--- config.mk ---
export PLATFORM = sky130hd
export DESIGN_NAME = elink_clocks_top
export DESIGN_NICKNAME = d
export VERILOG_FILES = /design/src/common/elink_clk_pkg.sv /design/src/reset_seq/reset_sequencer.sv /design/src/verilog/clock_divider.sv /design/src/verilog/clk_apb_regs.sv /design/src/verilog/elink_clocks_top.sv
export VERILOG_INCLUDE_DIRS = /design/src /design/src/common
export SDC_FILE = /design/constraint.sdc
export NUM_CORES = 1
export LEC_CHECK = 0
export BUFFER_PORTS_ARGS = -buffer_cell sky130_fd_sc_hd__buf_2
export CELL_PAD_IN_SITES_DETAIL_PLACEMENT = 1
export CELL_PAD_IN_SITES_GLOBAL_PLACEMENT = 1
export CORE_AREA = 2 2 103 105
export CTS_BUF_LIST = sky130_fd_sc_hd__clkbuf_16
export CTS_CLUSTER_SIZE = 20
export DETAILED_ROUTE_END_ITERATION = 16
export DIE_AREA = 0 0 105 107
export PLACE_DENSITY = 0.88
export SETUP_SLACK_MARGIN = 0.05
export SLEW_MARGIN = 20
export SYNTH_ARGS = -nofsm -noshare
export SYNTH_HDL_FRONTEND = slang
export SYNTH_SLANG_ARGS = --single-unit
--- constraint.sdc ---
create_clock -name sys_clk -period 2.8 [get_ports sys_clk]
set_clock_uncertainty 0.15 [all_clocks]
set_input_delay 0.84 -clock sys_clk [delete_from_list [all_inputs] [get_ports sys_clk]]
set_output_delay 0.84 -clock sys_clk [all_outputs]
set_load 0.03 [all_outputs]
--- src/common/elink_clk_cfg.svh ---
// Sizing constants, APB register map and reset values for the link clock block
// Include this wherever a width, an address or a reset value is needed

`ifndef ELINK_CLK_CFG_SVH
`define ELINK_CLK_CFG_SVH

// ##########################################################
// Heartbeat and divider sizing
// ##########################################################

`define ELINK_RCW 4              // Heartbeat counter width, one pulse per 16 cycles
`define ELINK_DIVW 3             // Divider ratio field width

// ##########################################################
// APB register map
// ##########################################################

`define ELINK_ADDR_CFG 4'h0      // CFG, read-write
`define ELINK_ADDR_STATUS 4'h4   // STATUS, read-only

// CFG layout
//    bit 0     elink enable
//    bits 3:1  cclk ratio
//    bits 6:4  lclk ratio
`define ELINK_CFG_RESET 7'b000_001_0  // Disabled, cclk_div 1, lclk_div 0

`endif

--- src/common/elink_clk_pkg.sv ---
// Shared types for the link clock and reset block
// Holds the sequencer state codes and the structs carried between blocks

`include "elink_clk_cfg.svh"

package elink_clk_pkg;

   // ##########################################################
   // Reset sequencer states
   // ##########################################################

   typedef enum logic [2:0] {
      RESET_ALL      = 3'd0,  // Everything held
      START_CCLK     = 3'd1,  // PLL out of reset, core clock running
      STOP_CCLK      = 3'd2,  // Quiet time before chip reset release
      START_EPIPHANY = 3'd3,  // Chip reset released, cclk still stopped
      HOLD_IT        = 3'd4,  // Wait for lock again
      ACTIVE         = 3'd5   // Link running
   } reset_state_e;

   // Mirrors CFG bits 6:4, 3:1 and 0
   // First member is the MSB
   typedef struct packed {
      logic [`ELINK_DIVW-1:0] lclk_div;  // Bits 6:4
      logic [`ELINK_DIVW-1:0] cclk_div;  // Bits 3:1
      logic                   elink_en;  // Bit 0
   } clk_cfg_t;

   // Decoded reset controls
   typedef struct packed {
      logic pll_reset;     // Clock generation held
      logic idelay_reset;  // Delay line held
      logic cclk_reset;    // Core clock stopped
      logic e_resetb;      // Chip reset, active low
      logic elink_reset;   // Link logic held
   } rst_ctrl_t;

   // ##########################################################
   // APB
   // ##########################################################

   typedef struct packed {
      logic        psel;
      logic        penable;
      logic        pwrite;
      logic [3:0]  paddr;   // Byte address
      logic [31:0] pwdata;
   } apb_req_t;

   typedef struct packed {
      logic [31:0] prdata;
      logic        pslverr;
   } apb_rsp_t;

endpackage

--- src/reset_seq/reset_sequencer.sv ---
// Slow, deterministic reset sequencer for the link clocking
// A free-running heartbeat paces six states from full reset to active
// Reset controls come out as registers aligned with the state register

`timescale 1ns/1ps
`include "elink_clk_cfg.svh"

module reset_sequencer
   import elink_clk_pkg::*;
(
   input  logic         sys_clk,
   input  logic         reset_in,
   input  logic         elink_en_i,    // Link enable from CFG
   input  logic         pll_locked_i,  // Asynchronous lock
   output rst_ctrl_t    rst_ctrl_o,
   output reset_state_e state_o,
   output logic         lock_sync_o
);

   logic [`ELINK_RCW-1:0] hb_cnt;       // Free-running wrap counter
   logic                  heartbeat;    // One cycle in 2**RCW

   logic                  rst_req_meta;
   logic                  rst_req_sync;
   logic                  lock_meta;
   logic                  lock_sync;

   reset_state_e          state_q;
   reset_state_e          state_nxt;
   rst_ctrl_t             rst_ctrl_q;

   // Control decode per state
   function automatic rst_ctrl_t decode_ctrl(input reset_state_e st);
      rst_ctrl_t c;
      c.pll_reset    = (st == RESET_ALL);
      c.idelay_reset = (st == RESET_ALL) || (st == START_CCLK);
      c.cclk_reset   = (st == STOP_CCLK) || (st == START_EPIPHANY);
      c.e_resetb     = (st == START_EPIPHANY) || (st == HOLD_IT) || (st == ACTIVE);
      c.elink_reset  = (st != ACTIVE);
      return c;
   endfunction

   // ##########################################################
   // Heartbeat
   // ##########################################################

   always_ff @(posedge sys_clk)
   begin
      if (reset_in)
      begin
         hb_cnt    <= '0;
         heartbeat <= 1'b0;
      end
      else
      begin
         hb_cnt    <= hb_cnt + 1'b1;   // Wraps
         heartbeat <= (hb_cnt == '0);  // Pulse once per wrap
      end
   end

   // ##########################################################
   // Two-flop synchronizers
   // ##########################################################

   always_ff @(posedge sys_clk)
   begin
      if (reset_in)
      begin
         rst_req_meta <= 1'b1;  // Request asserted out of reset
         rst_req_sync <= 1'b1;
         lock_meta    <= 1'b0;
         lock_sync    <= 1'b0;
      end
      else
      begin
         rst_req_meta <= ~elink_en_i;  // reset_in side is covered by the branch above
         rst_req_sync <= rst_req_meta;
         lock_meta    <= pll_locked_i;
         lock_sync    <= lock_meta;
      end
   end

   // ##########################################################
   // State machine
   // ##########################################################

   always_comb
   begin
      state_nxt = state_q;
      if (rst_req_sync)
         state_nxt = RESET_ALL;              // Request wins over heartbeat
      else if (heartbeat)
      begin
         case (state_q)
            RESET_ALL:      state_nxt = START_CCLK;
            START_CCLK:     if (lock_sync) state_nxt = STOP_CCLK;
            STOP_CCLK:      state_nxt = START_EPIPHANY;
            START_EPIPHANY: state_nxt = HOLD_IT;
            HOLD_IT:        if (lock_sync) state_nxt = ACTIVE;
            ACTIVE:         state_nxt = ACTIVE;  // Until next request
            default:        state_nxt = RESET_ALL;
         endcase
      end
   end

   // Controls decoded from next state, so they line up with state_q
   always_ff @(posedge sys_clk)
   begin
      if (reset_in)
      begin
         state_q    <= RESET_ALL;
         rst_ctrl_q <= decode_ctrl(RESET_ALL);
      end
      else
      begin
         state_q    <= state_nxt;
         rst_ctrl_q <= decode_ctrl(state_nxt);
      end
   end

   assign state_o     = state_q;
   assign rst_ctrl_o  = rst_ctrl_q;
   assign lock_sync_o = lock_sync;

endmodule

--- src/verilog/clock_divider.sv ---
// Behavioral power-of-two clock divider standing in for a PLL output
// Ratio d gives a period of 2**(d+1) sys_clk cycles at 50% duty
// clk90_o trails clk_o by a quarter period, equal to clk_o at d of 0

`timescale 1ns/1ps
`include "elink_clk_cfg.svh"

module clock_divider
(
   input  logic                   sys_clk,
   input  logic                   reset_in,
   input  logic                   hold_i,   // Stop, outputs low
   input  logic [`ELINK_DIVW-1:0] div_i,    // Ratio, taken at next rise
   output logic                   clk_o,
   output logic                   clk90_o
);

   localparam int CW = 2 ** `ELINK_DIVW;  // Counter covers the longest period

   logic [`ELINK_DIVW-1:0] div_q;         // Latched ratio
   logic [CW-1:0]          cnt;           // Position in period
   logic [`ELINK_DIVW:0]   shamt;
   logic [CW:0]            period;
   logic [CW-1:0]          last;          // Final count of period
   logic [CW-1:0]          half;
   logic [CW-1:0]          quarter;

   // ##########################################################
   // Period arithmetic from latched ratio
   // ##########################################################

   always_comb
   begin
      shamt   = {1'b0, div_q} + 1'b1;
      period  = (CW+1)'(1) << shamt;
      last    = CW'(period - 1'b1);
      half    = CW'(period >> 1);
      quarter = CW'(period >> 2);    // Zero at d of 0
   end

   // ##########################################################
   // Counter and outputs
   // ##########################################################

   always_ff @(posedge sys_clk)
   begin
      if (reset_in || hold_i)
      begin
         cnt     <= '0;
         clk_o   <= 1'b0;
         clk90_o <= 1'b0;
         div_q   <= div_i;           // Fresh ratio on release
      end
      else
      begin
         cnt <= (cnt == last) ? '0 : cnt + 1'b1;

         if (cnt == '0)
         begin
            clk_o <= 1'b1;           // Rising edge
            div_q <= div_i;          // New ratio from this period on
         end
         else if (cnt == half)
            clk_o <= 1'b0;

         if (cnt == quarter)
            clk90_o <= 1'b1;
         else if (cnt == CW'(quarter + half))
            clk90_o <= 1'b0;
      end
   end

endmodule

--- src/verilog/clk_apb_regs.sv ---
// Zero-wait APB register block for the link clock block
// CFG at 0x0 holds enable and divider ratios, STATUS at 0x4 reports
// sequencer state, synchronized lock and link reset

`timescale 1ns/1ps
`include "elink_clk_cfg.svh"

module clk_apb_regs
   import elink_clk_pkg::*;
(
   input  logic         sys_clk,
   input  logic         reset_in,
   input  apb_req_t     apb_req_i,
   input  reset_state_e state_i,
   input  logic         lock_sync_i,
   input  logic         elink_reset_i,
   output apb_rsp_t     apb_rsp_o,
   output clk_cfg_t     cfg_o
);

   logic     access;     // Access phase
   logic     wr_en;
   logic     rd_en;
   logic     hit_cfg;
   logic     hit_status;
   logic     bad_access; // Unmapped, or write to STATUS
   clk_cfg_t cfg_q;

   // ##########################################################
   // Decode
   // ##########################################################

   assign access     = apb_req_i.psel && apb_req_i.penable;
   assign wr_en      = access && apb_req_i.pwrite;
   assign rd_en      = access && !apb_req_i.pwrite;
   assign hit_cfg    = (apb_req_i.paddr == `ELINK_ADDR_CFG);
   assign hit_status = (apb_req_i.paddr == `ELINK_ADDR_STATUS);

   always_comb
   begin
      bad_access = 1'b0;
      if (access)
      begin
         if (!hit_cfg && !hit_status)
            bad_access = 1'b1;      // No register there
         else if (hit_status && apb_req_i.pwrite)
            bad_access = 1'b1;      // STATUS is read-only
      end
   end

   // ##########################################################
   // CFG register
   // ##########################################################

   always_ff @(posedge sys_clk)
   begin
      if (reset_in)
         cfg_q <= clk_cfg_t'(`ELINK_CFG_RESET);
      else if (wr_en && hit_cfg)
         cfg_q <= clk_cfg_t'(apb_req_i.pwdata[6:0]);  // Upper bits dropped
   end

   // ##########################################################
   // Read data, valid in the access cycle
   // ##########################################################

   always_comb
   begin
      apb_rsp_o.prdata  = '0;
      apb_rsp_o.pslverr = bad_access;
      if (rd_en)
      begin
         if (hit_cfg)
            apb_rsp_o.prdata = {25'd0, cfg_q};
         else if (hit_status)
            apb_rsp_o.prdata = {27'd0, elink_reset_i, lock_sync_i, state_i};
      end
   end

   assign cfg_o = cfg_q;

endmodule

--- src/verilog/elink_clocks_top.sv ---
// Top of the link clock and reset block
// Register block sets enable and ratios, the sequencer walks the reset
// states and three dividers make cclk, lclk with lclk90, and lclk_div4

`timescale 1ns/1ps
`include "elink_clk_cfg.svh"

module elink_clocks_top
   import elink_clk_pkg::*;
(
   input  logic     sys_clk,
   input  logic     reset_in,
   input  apb_req_t apb_req_i,
   input  logic     pll_locked_i,   // Asynchronous
   output apb_rsp_t apb_rsp_o,
   output logic     cclk_o,         // Core clock
   output logic     lclk_o,         // Link clock
   output logic     lclk90_o,       // Link clock, 90 degrees
   output logic     lclk_div4_o,    // Parallel clock
   output logic     e_resetb_o,     // Chip reset, active low
   output logic     elink_reset_o   // Link logic reset
);

   clk_cfg_t               cfg;
   rst_ctrl_t              rst_ctrl;
   reset_state_e           state;
   logic                   lock_sync;
   logic [`ELINK_DIVW-1:0] div4_ratio;  // Four times the lclk period

   // Wraps for lclk_div above 5
   assign div4_ratio = cfg.lclk_div + `ELINK_DIVW'(2);

   reset_sequencer reset_sequencer0 (
      .sys_clk      (sys_clk),
      .reset_in     (reset_in),
      .elink_en_i   (cfg.elink_en),
      .pll_locked_i (pll_locked_i),
      .rst_ctrl_o   (rst_ctrl),
      .state_o      (state),
      .lock_sync_o  (lock_sync)
   );

   clk_apb_regs clk_apb_regs0 (
      .sys_clk       (sys_clk),
      .reset_in      (reset_in),
      .apb_req_i     (apb_req_i),
      .state_i       (state),
      .lock_sync_i   (lock_sync),
      .elink_reset_i (rst_ctrl.elink_reset),
      .apb_rsp_o     (apb_rsp_o),
      .cfg_o         (cfg)
   );

   // ##########################################################
   // Dividers
   // ##########################################################

   clock_divider cclk_div0 (         // Stopped around chip reset release
      .sys_clk  (sys_clk),
      .reset_in (reset_in),
      .hold_i   (rst_ctrl.pll_reset || rst_ctrl.cclk_reset),
      .div_i    (cfg.cclk_div),
      .clk_o    (cclk_o),
      .clk90_o  ()
   );

   clock_divider lclk_div0 (
      .sys_clk  (sys_clk),
      .reset_in (reset_in),
      .hold_i   (rst_ctrl.pll_reset),
      .div_i    (cfg.lclk_div),
      .clk_o    (lclk_o),
      .clk90_o  (lclk90_o)
   );

   clock_divider lclk_div4_div0 (
      .sys_clk  (sys_clk),
      .reset_in (reset_in),
      .hold_i   (rst_ctrl.pll_reset),
      .div_i    (div4_ratio),
      .clk_o    (lclk_div4_o),
      .clk90_o  ()
   );

   assign e_resetb_o    = rst_ctrl.e_resetb;
   assign elink_reset_o = rst_ctrl.elink_reset;

endmodule

Word-level counts from Yosys, hierarchy flattened
Cells that the tools add are included.
{ "totals": {"reg_bits": 60, "inputBits": 42, "out_inout_bits": 39, "wordCells": 116} }
{ "op_classes": {"addsub": 12, "n_eq_ne": 19, "shifts": 3, "n_mux": 25, "n_bitwise": 1, "reduce_logical": 32} }
{ "op_table": {"columns": ["cell", "count"], "rows": [
  ["$mux 32", 2],
  ["$eq 8x8->1", 7],
  ["$mux 3", 10],
  ["$shl 1x4->9 const A", 3],
  ["$add 8x1->8 const B", 3],
  ["$logic_not 8->1", 3],
  ["$sub 8x1->8 const B", 3],
  ["$pmux 3 s6", 1],
  ["$reduce_bool 2->1", 7],
  ["$add 3x1->4 const B", 3],
  ["$eq 3x2->1 const B", 4],
  ["$eq 3x3->1 const B", 4],
  ["$mux 1", 11],
  ["$add 7x8->8", 1],
  ["$eq 8x7->1", 1],
  ["$logic_not 4->1", 2],
  ["$logic_and 1x1->1", 6],
  ["$logic_not 3->1", 2],
  ["$logic_or 1x1->1", 6],
  ["$reduce_or 2->1", 3],
  ["$mux 5", 1],
  ["$add 4x1->4 const B", 1],
  ["$eq 4x3->1 const B", 1],
  ["$add 3x2->3 const B", 1],
  ["4 further kinds", 6]
]} }

Logic depth before layout (Yosys ltp)
Gate-level depths: netlist (run 1).
{ "logic_depth": {"ltp_word": 7, "depth_mapped": 10, "depth_no_buf": 8} }

Hierarchy
From an unflattened synthesis (run 1), not the netlist that was laid out.
{ "unflattened": {"hier_cells": 741, "hier_area_um2": 5931.9} }
{ "by_module_without_submodules": {"columns": ["mod", "instances", "cells_per_inst", "area_per_inst_um2", "seq_area_each_um2"], "rows": [
  ["clock_divider (lclk_div0 ...)", 2, 197, 1545.2, 290.3],
  ["clock_divider (cclk_div0)", 1, 199, 1539.0, 290.3],
  ["clk_apb_regs", 1, 77, 641.9, 140.1],
  ["reset_sequencer", 1, 68, 641.9, 340.3],
  ["elink_clocks_top", 1, 3, 18.8, 0.0]
]} }

Worst setup path after synthesis (run 1)
Ideal clock, no wire load.
{ "synth_path": {"kind": "input to output", "from": "in apb_req_i[33] (netlist name)", "to": "out apb_rsp_o[7] (netlist name)", "arrival_ns": 2.334, "t_required_ns": 1.810, "path_slack_ns": -0.524, "stages": 5, "path_buffers": 1, "path_cell_list": "nor3_1 nand3_1 or2_2 clkbuf_1 nor3b_1"} }
{ "synth_rtl": {"columns": ["item", "line_no", "rtl"], "rows": [
  ["start: declaration", "elink_clocks_top.sv:13", "input apb_req_t apb_req_i,"],
  ["end: declaration", "elink_clocks_top.sv:15", "output apb_rsp_t apb_rsp_o,"]
]} }

==> results of run 1 <==
[worst max path at each step]
stage / endpoint / startpoint / depth (start not counted)
finish: apb_rsp_o[7] / apb_req_i[32] / 6
global route: apb_rsp_o[7] / apb_req_i[32] / 6
global placement: apb_rsp_o[7] / apb_req_i[33] / 6
CTS: apb_rsp_o[7] / apb_req_i[35] / 6
detailed placement: apb_rsp_o[7] / apb_req_i[33] / 6
floorplan: apb_rsp_o[7] / apb_req_i[33] / 5
[cell families after synthesis]
kind of cell,count (synthesis)
XOR/XNOR,38
adder cells (fa/ha/maj),11
AND/OR/NAND/NOR,193
multiplexers,13
flip-flops,60
AO/OA/AOI/OAI,91
other,2
buffers and inverters,89
[final cells by class]
class / instances / share of cell area
Clock inverter: 6 / 0.0147
Tap cell: 136 / 0.0371
Sequential cell: 60 / 0.282
Multi-Input combinational cell: 372 / 0.531
Timing Repair Buffer: 42 / 0.0646
Inverter: 20 / 0.0164
Clock buffer: 10 / 0.0546
[through the flow]
step / instance area [um2] / setup WS (ns) / std cells / hold slack, ns / util
detailed placement: 4200 / -0.188 / 629 / 0.259 / 0.416
CTS: 4580 / -0.138 / 645 / 0.275 / 0.454
floorplan: 4210 / -0.0441 / 521 / 0.232 / -
global placement: 4200 / -0.148 / 629 / 0.247 / 0.416
finish: 4590 / -0.121 / 646 / 0.269 / 0.455
global route: 4590 / -0.165 / 646 / 0.284 / 0.455
[repair_timing]
action,in CTS,in global routing
resized for setup,17,1
buffers inserted,0,1
pin swaps,4,2
setup endpoints to repair,7,12
[state kept, by name (all words and copies together) (netlist names), 3 cells and up]
register and flops:
cclk_div0.cnt 8, cclk_div0.div_q 3, clk_apb_regs0.cfg_o 7, lclk_div0.cnt 8, lclk_div0.div_q 3, lclk_div4_div0.cnt 8, lclk_div4_div0.div_q 3, reset_sequencer0.hb_cnt 4
reset_sequencer0.rst_ctrl_o 4, reset_sequencer0.state_o 3
[synthesized netlist by cell type (all sizes together) (4+ instances only)]
library cell / instances
and3: 7
xnor2: 19
ha: 11
nor2b: 13
o22ai: 4
or2: 4
o31ai: 4
a211o: 6
nand4b: 4
nor3b: 4
inv: 20
xor2: 19
clkbuf: 19
edfxtp: 9
nor4: 7
nand4: 6
nor2: 43
buf: 50
mux2i: 13
nand2: 31
dfxtp: 51
nand2b: 13
a21boi: 4
a31oi: 7
nand3: 21
o211ai: 4
nor3: 24
o21ai: 18
or3: 4
a21oi: 13
a211oi: 5
[per-layer routing]
| layer | vias up | global-route usage | share of wire |
|---|---|---|---|
| li1 | 1713 | - | - |
| met1 | 1797 | 0.239 | 0.42 |
| met2 | 71 | 0.395 | 0.54 |
| met3 | 18 | 0.0438 | 0.029 |
| met4 | 0 | 0.0667 | 0.014 |
| met5 | - | 0 | 0 |
[layout by cell type, fill, tap and decap left out, types with 17 or more instances in the layout]
master	count
conb_1	26
xnor2_1	19
buf_2	21
dfxtp_1	51
nor2_1	38
o21ai_0	17
nor3_1	22
nand2_1	31
inv_1	20
xor2_1	19
nand3_1	20
[worst max-delay path: stages]
cell and delay, ns:
buf_6 0.10, nor3_4 0.20, nand3_2 0.12, or2_4 0.31, nor3b_4 0.20, buf_6 0.15
[where the power goes]
group | total [uW] | internal, uW | switching [uW]
combinational | 109 | 29.4 | 79.3
clock | 1170 | 749 | 422
sequential | 890 | 880 | 10.2
total | 2170 | 1660 | 511
==> results_dict.tcl, run 1 <==
set metrics [dict create \
    path_clk_slew_ns 0.06 \
    max_freq_ghz 0.342 \
    synth.area.top_cells "dfxtp_1, edfxtp_1, buf_4" \
    fillerInstances 1229 \
    setup_viol 7 \
    yosys.area.top_type_share 0.252 \
    grt_pass1_vias 3786 \
    grt.total_usage 0.211 \
    die_h_um 107 \
    yosys.area_share.simple 0.251 \
    rr_startpoint "cclk_div0.div_q[1]" \
    dp_hpwl_mm 7.63 \
    violations "negative setup slack" \
    area.sequential_um2 1290 \
    tightest_slew_ns 0.624 \
    first_pass_iters 4 \
    cp.required_ns 1.81 \
    cp-start-kind "input pin" \
    die_x_um 105 \
    port-buffer-count 30 \
    p_per_area_nw_per_um2 473 \
    antenna_found_initial 0 \
    min_from "reset_sequencer0.rst_req_meta" \
    htreeDepth 3 \
    clock_latency_ns 0.33 \
    gp_congestion 0.827 \
    end_kind "output port" \
    drt-initial-drc-count 179 \
    drc 0 \
    grt-ovfl-total 0 \
    crit_fanout 7 \
    routed_via_density 5.57 \
    ant_nets 0 \
    drive_above_1_share 0.151 \
    wire_per_inst_um 17.9 \
    syn-mean-instance-area_um2 8.16 \
    clk_path_buf_depth 2 \
    synth.area.mux_share 0.0321 \
    core_um2 10100 \
    nets 558 \
    total_power_uw 2170 \
    setup_slack_ns -0.121 \
    r2r_cells 7 \
    rrSetupSlack_ns 0.23 \
    arrival_ns 1.93 \
    synth_ff_type "dfxtp_1" \
    fin_crit_sh 1.04 \
    synth-xor-area-share 0.0820 \
    multiInputGateArea_um2 2440 \
    grt_max_degree 24 \
    synth_top_family_by_area "simple AND/OR/NAND/NOR gates" \
    status "complete, but fails checks" \
    path_class "input pin to output port" \
    synth-edff-count 9 \
    r2r_end "cclk_div0.cnt[3]" \
    grt_pass1_wl_mm 19.0 \
    async_reset_ff_frac 0 \
    final_max_slew_viol_count 0 \
    row_count 37 \
    clock_sinks 60 \
    syn_inst 497 \
    cts_tree "yes" \
    ys_ff_latch 60 \
    leakagePower_uw 0.00178 \
    yosysWarnings 0 \
    vias 3599 \
    hold_class "register to register" \
    grt_setup_unrepaired "true" \
    synth_top_area_cell "dfxtp_1" \
    vdd_drop_max_uv 640 \
    whs_path_depth 1 \
    root_buffer "clkbuf_16" \
    min_to "reset_sequencer0.rst_req_sync" \
    start_util 0.402 \
    drt-total-wl_mm 11.5 \
    cts_made_buffers 9 \
    slew_headroom 0.581 \
    hold_viol 0 \
    cap_violations 0 \
    holdBufCountCts 0 \
    dieArea_um2 11200 \
    seq_area_frac_synth 0.318 \
    io-pin-count 81 \
    ys_types 64 \
    synth_area_um2 4060 \
    diodes 0 \
    synth_compound_area_frac 0.164 \
    period_needed_ns 2.92 \
    tns_ns -0.486 \
    area_growth_pct 13.0 \
    yosys.area_share.adder 0.0339 \
]
Note: power is estimated with default switching activity, not from simulation.
==> run 2: changes to the inputs <==
==> constraint.sdc (replaced) <==
create_clock -name sys_clk -period 2.8 [get_ports sys_clk]
set_clock_uncertainty 0.15 [all_clocks]
set_input_delay 0.28 -clock sys_clk [delete_from_list [all_inputs] [get_ports sys_clk]]
set_output_delay 0.28 -clock sys_clk [all_outputs]
set_load 0.03 [all_outputs]
==> run 2 against run 1 <==
The run now ends clean. Wire length down 5.1%. Non-clock buffer count down 3. Final cell count down 0.46%. Die area unchanged. Worst hold slack worse by 0.24 ns. Register-to-register slack better by 0.06 ns. Sequential power about the same. Clock power up 6%. Via count down 1.7%. Sequential share of layout area up 0.76 points. Total power up 2.7%. Combinational power down 7%. Critical path type is now register to register.
==> results_dict.tcl, run 2 (synthesis gave the netlist of run 1 again) <==
set metrics [dict create \
    wl_met3_um 395 \
    grt_max_degree 25 \
    grt_setup_unrepaired "false" \
    dp_hpwl_mm 7.08 \
    layout_commonest_cell "dfxtp_1" \
    path_clk_slew_ns 0.06 \
    vdd_drop_max_uv 367 \
    drt-initial-drc-count 134 \
    hold_viol 0 \
    cts_setup_buffers 0 \
    top_regs "cclk_div0.cnt (8), lclk_div0.cnt (8), lclk_div4_div0.cnt (8)" \
    slew_headroom 0.584 \
    htreeDepth 3 \
    drt-total-wl_mm 11.0 \
    drc 0 \
    cts_tree "yes" \
    io-pin-count 81 \
    clk_path_buf_depth 2 \
    area_growth_pct 10.1 \
    antenna_found_initial 0 \
    path_class "register to register" \
    worst-path-buf-inv 0 \
    routed_via_density 5.50 \
    row_count 37 \
    crit_slowest_cell "or3_1" \
    start_util 0.402 \
    leakagePower_uw 0.00173 \
    ant_nets 0 \
    first_pass_iters 4 \
    clock_sinks 60 \
    clock_latency_ns 0.34 \
    diodes 0 \
    setup_viol 0 \
    p_per_area_nw_per_um2 499 \
    cts_made_buffers 9 \
    nets 555 \
    vias 3537 \
    end_kind "register" \
    crit_fanout 8 \
    cts_resized 0 \
    top_layer_used "met4" \
    fin_crit_sh 0.897 \
    fillerInstances 1263 \
    arrival_ns 2.59 \
    layout_common_cells "dfxtp_1, nor2_1, nand2_1, buf_2, conb_1" \
    die_x_um 105 \
    dieArea_um2 11200 \
    port-buffer-count 30 \
    gp_congestion 0.855 \
    met2_length_mm 5.62 \
    cp-start-kind "register" \
    hold_class "input pin to register" \
    crit_chain "or3_1, ha_1, xor2_1, o311ai_0, nor3_1, o311a_1, nor4_1" \
    root_buffer "clkbuf_16" \
    wl_met1_mm 4.79 \
    grt-ovfl-total 0 \
    grt_pass1_vias 3795 \
    status "complete, no violations" \
    die_h_um 107 \
    crit_family "simple AND/OR/NAND/NOR gates" \
    drive_above_1_share 0.128 \
    core_um2 10100 \
    wire_per_inst_um 17.0 \
    period_needed_ns 2.51 \
    holdBufCountCts 0 \
    grt_pass1_wl_mm 18.7 \
    final_max_slew_viol_count 0 \
    holdWs_ns 0.0286 \
    max_freq_ghz 0.398 \
    cap_violations 0 \
    cp.required_ns 2.88 \
    slowest_delay_ns 0.42 \
    grt.total_usage 0.204 \
    tns_ns 0 \
    tightest_slew_ns 0.624 \
]
## run 2: cell types whose count changed in the layout (fill, tap and decap cells not counted), sizes merged
cell	previous run	this run
buf	42	39
bufinv	1	2
clkbuf	10	9
clkinv	2	1
clkinvlp	0	1
## run 2: worst register-to-register path, stage by stage (launching register included)
cell	delay (ns)
edfxtp_1	0.38
or3_1	0.42
ha_1	0.30
xor2_1	0.20
o311ai_0	0.34
nor3_1	0.11
o311a_1	0.23
nor4_1	0.28
## run 2: path summary, 6_finish.rpt
check	startpoint	end	slack [ns]	cells after the start
max	cclk_div0.div_q[1]	cclk_div0.cnt[4]	0.29	7
min reg2reg	clk_apb_regs0.cfg_o[0]	reset_sequencer0.rst_req_meta	0.28	1
max reg2reg	cclk_div0.div_q[1]	cclk_div0.cnt[4]	0.29	7
min	apb_req_i[1]	clk_apb_regs0.cfg_o[1]	0.03	2
## run 2: stage by stage
stage / util / cell area, um2 / cells / setup slack [ns] / total power (uW)
CTS: 0.443 / 4470 / 643 / 0.263 / 2240
detailed placement: 0.410 / 4140 / 627 / 0.283 / 1010
global placement: 0.410 / 4140 / 627 / 0.405 / 1000
finish: 0.443 / 4470 / 643 / 0.288 / 2230
global route: 0.443 / 4470 / 643 / 0.112 / 2290
floorplan: - / 4150 / 521 / 0.291 / 1010
## run 2: power by group
part           total (uW)  internal [uW]  switching [uW]
registers             890            880            10.4
clock network        1240            792             445
logic                 101           25.9            75.5
## run 2: layout make-up
| class | count | area [um2] | area share |
|---|---|---|---|
| sequential | 60 | 1290 | 0.289 |
| inverter | 20 | 75.1 | 0.0168 |
| clock inverter | 7 | 105 | 0.0235 |
| timing repair buffer | 39 | 218 | 0.0487 |
| clock buffer | 9 | 225 | 0.0504 |
| tap | 136 | 170 | 0.0381 |
| multi-input combinational | 372 | 2380 | 0.533 |
## run 2: metal layers
metal | global-route usage | up-vias
met5 | 0 | -
met4 | 0.0810 | 0
met3 | 0.0322 | 10
met2 | 0.365 | 83
met1 | 0.245 | 1743
li1 | - | 1701
==> run 3: changes to the inputs <==
- CORE_AREA: 2 2 103 105 -> 2 2 115 94
- DIE_AREA: 0 0 105 107 -> 0 0 117 96
==> run 3 against run 2 <==
Via count up 0.85%. Global-route usage up 0.89 points. Die area about the same. Wire length grew 3.8%. Sequential cell count stayed put. Worst hold slack improved by 0.0036 ns. Final cell count rose by 0.62%. Clock power rose by 4%. Sequential power about the same. Critical path type unchanged.
==> results_dict.tcl, run 3 (synthesis gave the netlist of run 1 again) <==
set metrics [dict create \
    whs_path_depth 2 \
    p_comb_frac 0.044 \
    min_from "apb_req_i[1]" \
    hold_viol 0 \
    root_buffer "clkbuf_16" \
    end_kind "register" \
    vias 3567 \
    vdd_drop_max_uv 349 \
    clk_path_buf_depth 2 \
    rr_startpoint "cclk_div0.div_q[1]" \
    switchingPower_uw 509 \
    io-pin-count 81 \
    final_util 0.443 \
    p_int_uw 1770 \
    crit_fanout 8 \
    clock_latency_ns 0.34 \
    drc 0 \
    final_max_slew_viol_count 0 \
    row_count 33 \
    fin_crit_sh 0.913 \
    min_to "clk_apb_regs0.cfg_o[1]" \
    p_sw_frac 0.223 \
    die_h_um 96 \
    port-buffer-count 30 \
    r2r_cells 7 \
    grt_max_degree 27 \
    cp.required_ns 2.87 \
    p_seq_frac 0.390 \
    htreeDepth 3 \
    slew_headroom 0.467 \
    clock_sinks 60 \
    tightest_slew_ns 0.800 \
    diodes 0 \
    grt_pass1_vias 3687 \
    grt_pass1_wl_mm 18.6 \
    drive_above_1_share 0.124 \
    cts_tree "yes" \
    path_class "register to register" \
    layout_commonest_cell "dfxtp_1" \
    r2r_end "cclk_div0.cnt[3]" \
    core_um2 10100 \
    grt-ovfl-total 0 \
    gp_congestion 0.819 \
    start_util 0.401 \
    cap_violations 0 \
    tns_ns 0 \
    total_power_uw 2280 \
    status "complete, no violations" \
    period_needed_ns 2.56 \
    arrival_ns 2.62 \
    layout_common_cells "dfxtp_1, nor2_1, nand2_1, buf_2, conb_1" \
    ant_nets 0 \
    setup_viol 0 \
    nets 555 \
    path_clk_slew_ns 0.06 \
    pwr-share-clk 0.566 \
    dieArea_um2 11200 \
    wire_per_inst_um 17.6 \
    cp-start-kind "register" \
    antenna_found_initial 0 \
    p_per_area_nw_per_um2 509 \
    cts_made_buffers 9 \
    hold_class "input pin to register" \
    routed_via_density 5.51 \
    drt-initial-drc-count 204 \
    area_growth_pct 10.5 \
    first_pass_iters 4 \
    leakagePower_uw 0.00174 \
    grt.total_usage 0.213 \
    die_x_um 117 \
    cts_setup_buffers 0 \
    drt-total-wl_mm 11.4 \
    dp_hpwl_mm 7.64 \
    top_regs "cclk_div0.cnt (8), lclk_div0.cnt (8), lclk_div4_div0.cnt (8)" \
    rrSetupSlack_ns 0.24 \
    grt_setup_unrepaired "false" \
    max_freq_ghz 0.391 \
]
## run 3: power groups by stage
| stage | clock network [uW] | registers (uW) | logic, uW |
|---|---|---|---|
| final | 1290 | 890 | 101 |
| after global routing | 1340 | 891 | 110 |
| after CTS | 1300 | 890 | 101 |
| after detailed placement | 0 | 908 | 98.7 |
| after global placement | 0 | 906 | 95.7 |
| after floorplan | 0 | 904 | 108 |
## run 3: worst max path at each step
stage	from	slack [ns]	end	depth (start not counted)
after floorplan	cclk_div0.div_q[0]	0.29	cclk_div0.cnt[2]	10
after global placement	cclk_div0.div_q[1]	0.44	cclk_div0.cnt[7]	7
after detailed placement	cclk_div0.div_q[1]	0.26	cclk_div0.cnt[3]	7
after CTS	cclk_div0.div_q[1]	0.23	cclk_div0.cnt[3]	7
after global routing	cclk_div0.div_q[1]	0.06	cclk_div0.cnt[3]	7
final	cclk_div0.div_q[1]	0.24	cclk_div0.cnt[3]	7
## run 3: area by class of cell
class | instances | area, um2
fill | 1230 | 5630
clock inverter | 7 | 115
tap | 140 | 175
clock buffer | 9 | 225
inverter | 20 | 75.1
sequential | 60 | 1290
multi-input combinational | 372 | 2380
timing repair buffer | 39 | 220
## run 3: critical path, stage by stage (launching register included)
cell and delay (ns):
edfxtp_1 0.37, or3_1 0.41, ha_1 0.29, xor2_1 0.21, o311ai_0 0.34, nor3_1 0.09, o311a_1 0.23, nor4_1 0.34
## run 3: metal layers
metal  vias to the layer above  share of wire  GRT usage
met1                      1772           0.44      0.265
li1                       1700              -          -
met2                        81           0.51      0.377
met4                         0          0.011     0.0569
met5                         -              0          0
met3                        14          0.038     0.0428
## run 3: metrics by stage
stage	cell area [um2]	hold slack (ns)	setup slack [ns]	instances
2_1_floorplan	4150	0.213	0.291	521
3_3_place_gp	4130	0.241	0.443	630
3_5_place_dp	4130	0.256	0.261	630
4_1_cts	4480	0.0254	0.235	647
5_1_grt	4480	0.0205	0.0600	647
6_report	4480	0.0322	0.244	647
## run 3: what timing repair did
item | 4_1_cts | 5_1_grt
resized for setup | 0 | 0
endpoints found under the hold margin | 1 | 0
endpoints found under the setup margin | 0 | 0
hold buffers | 1 | 0
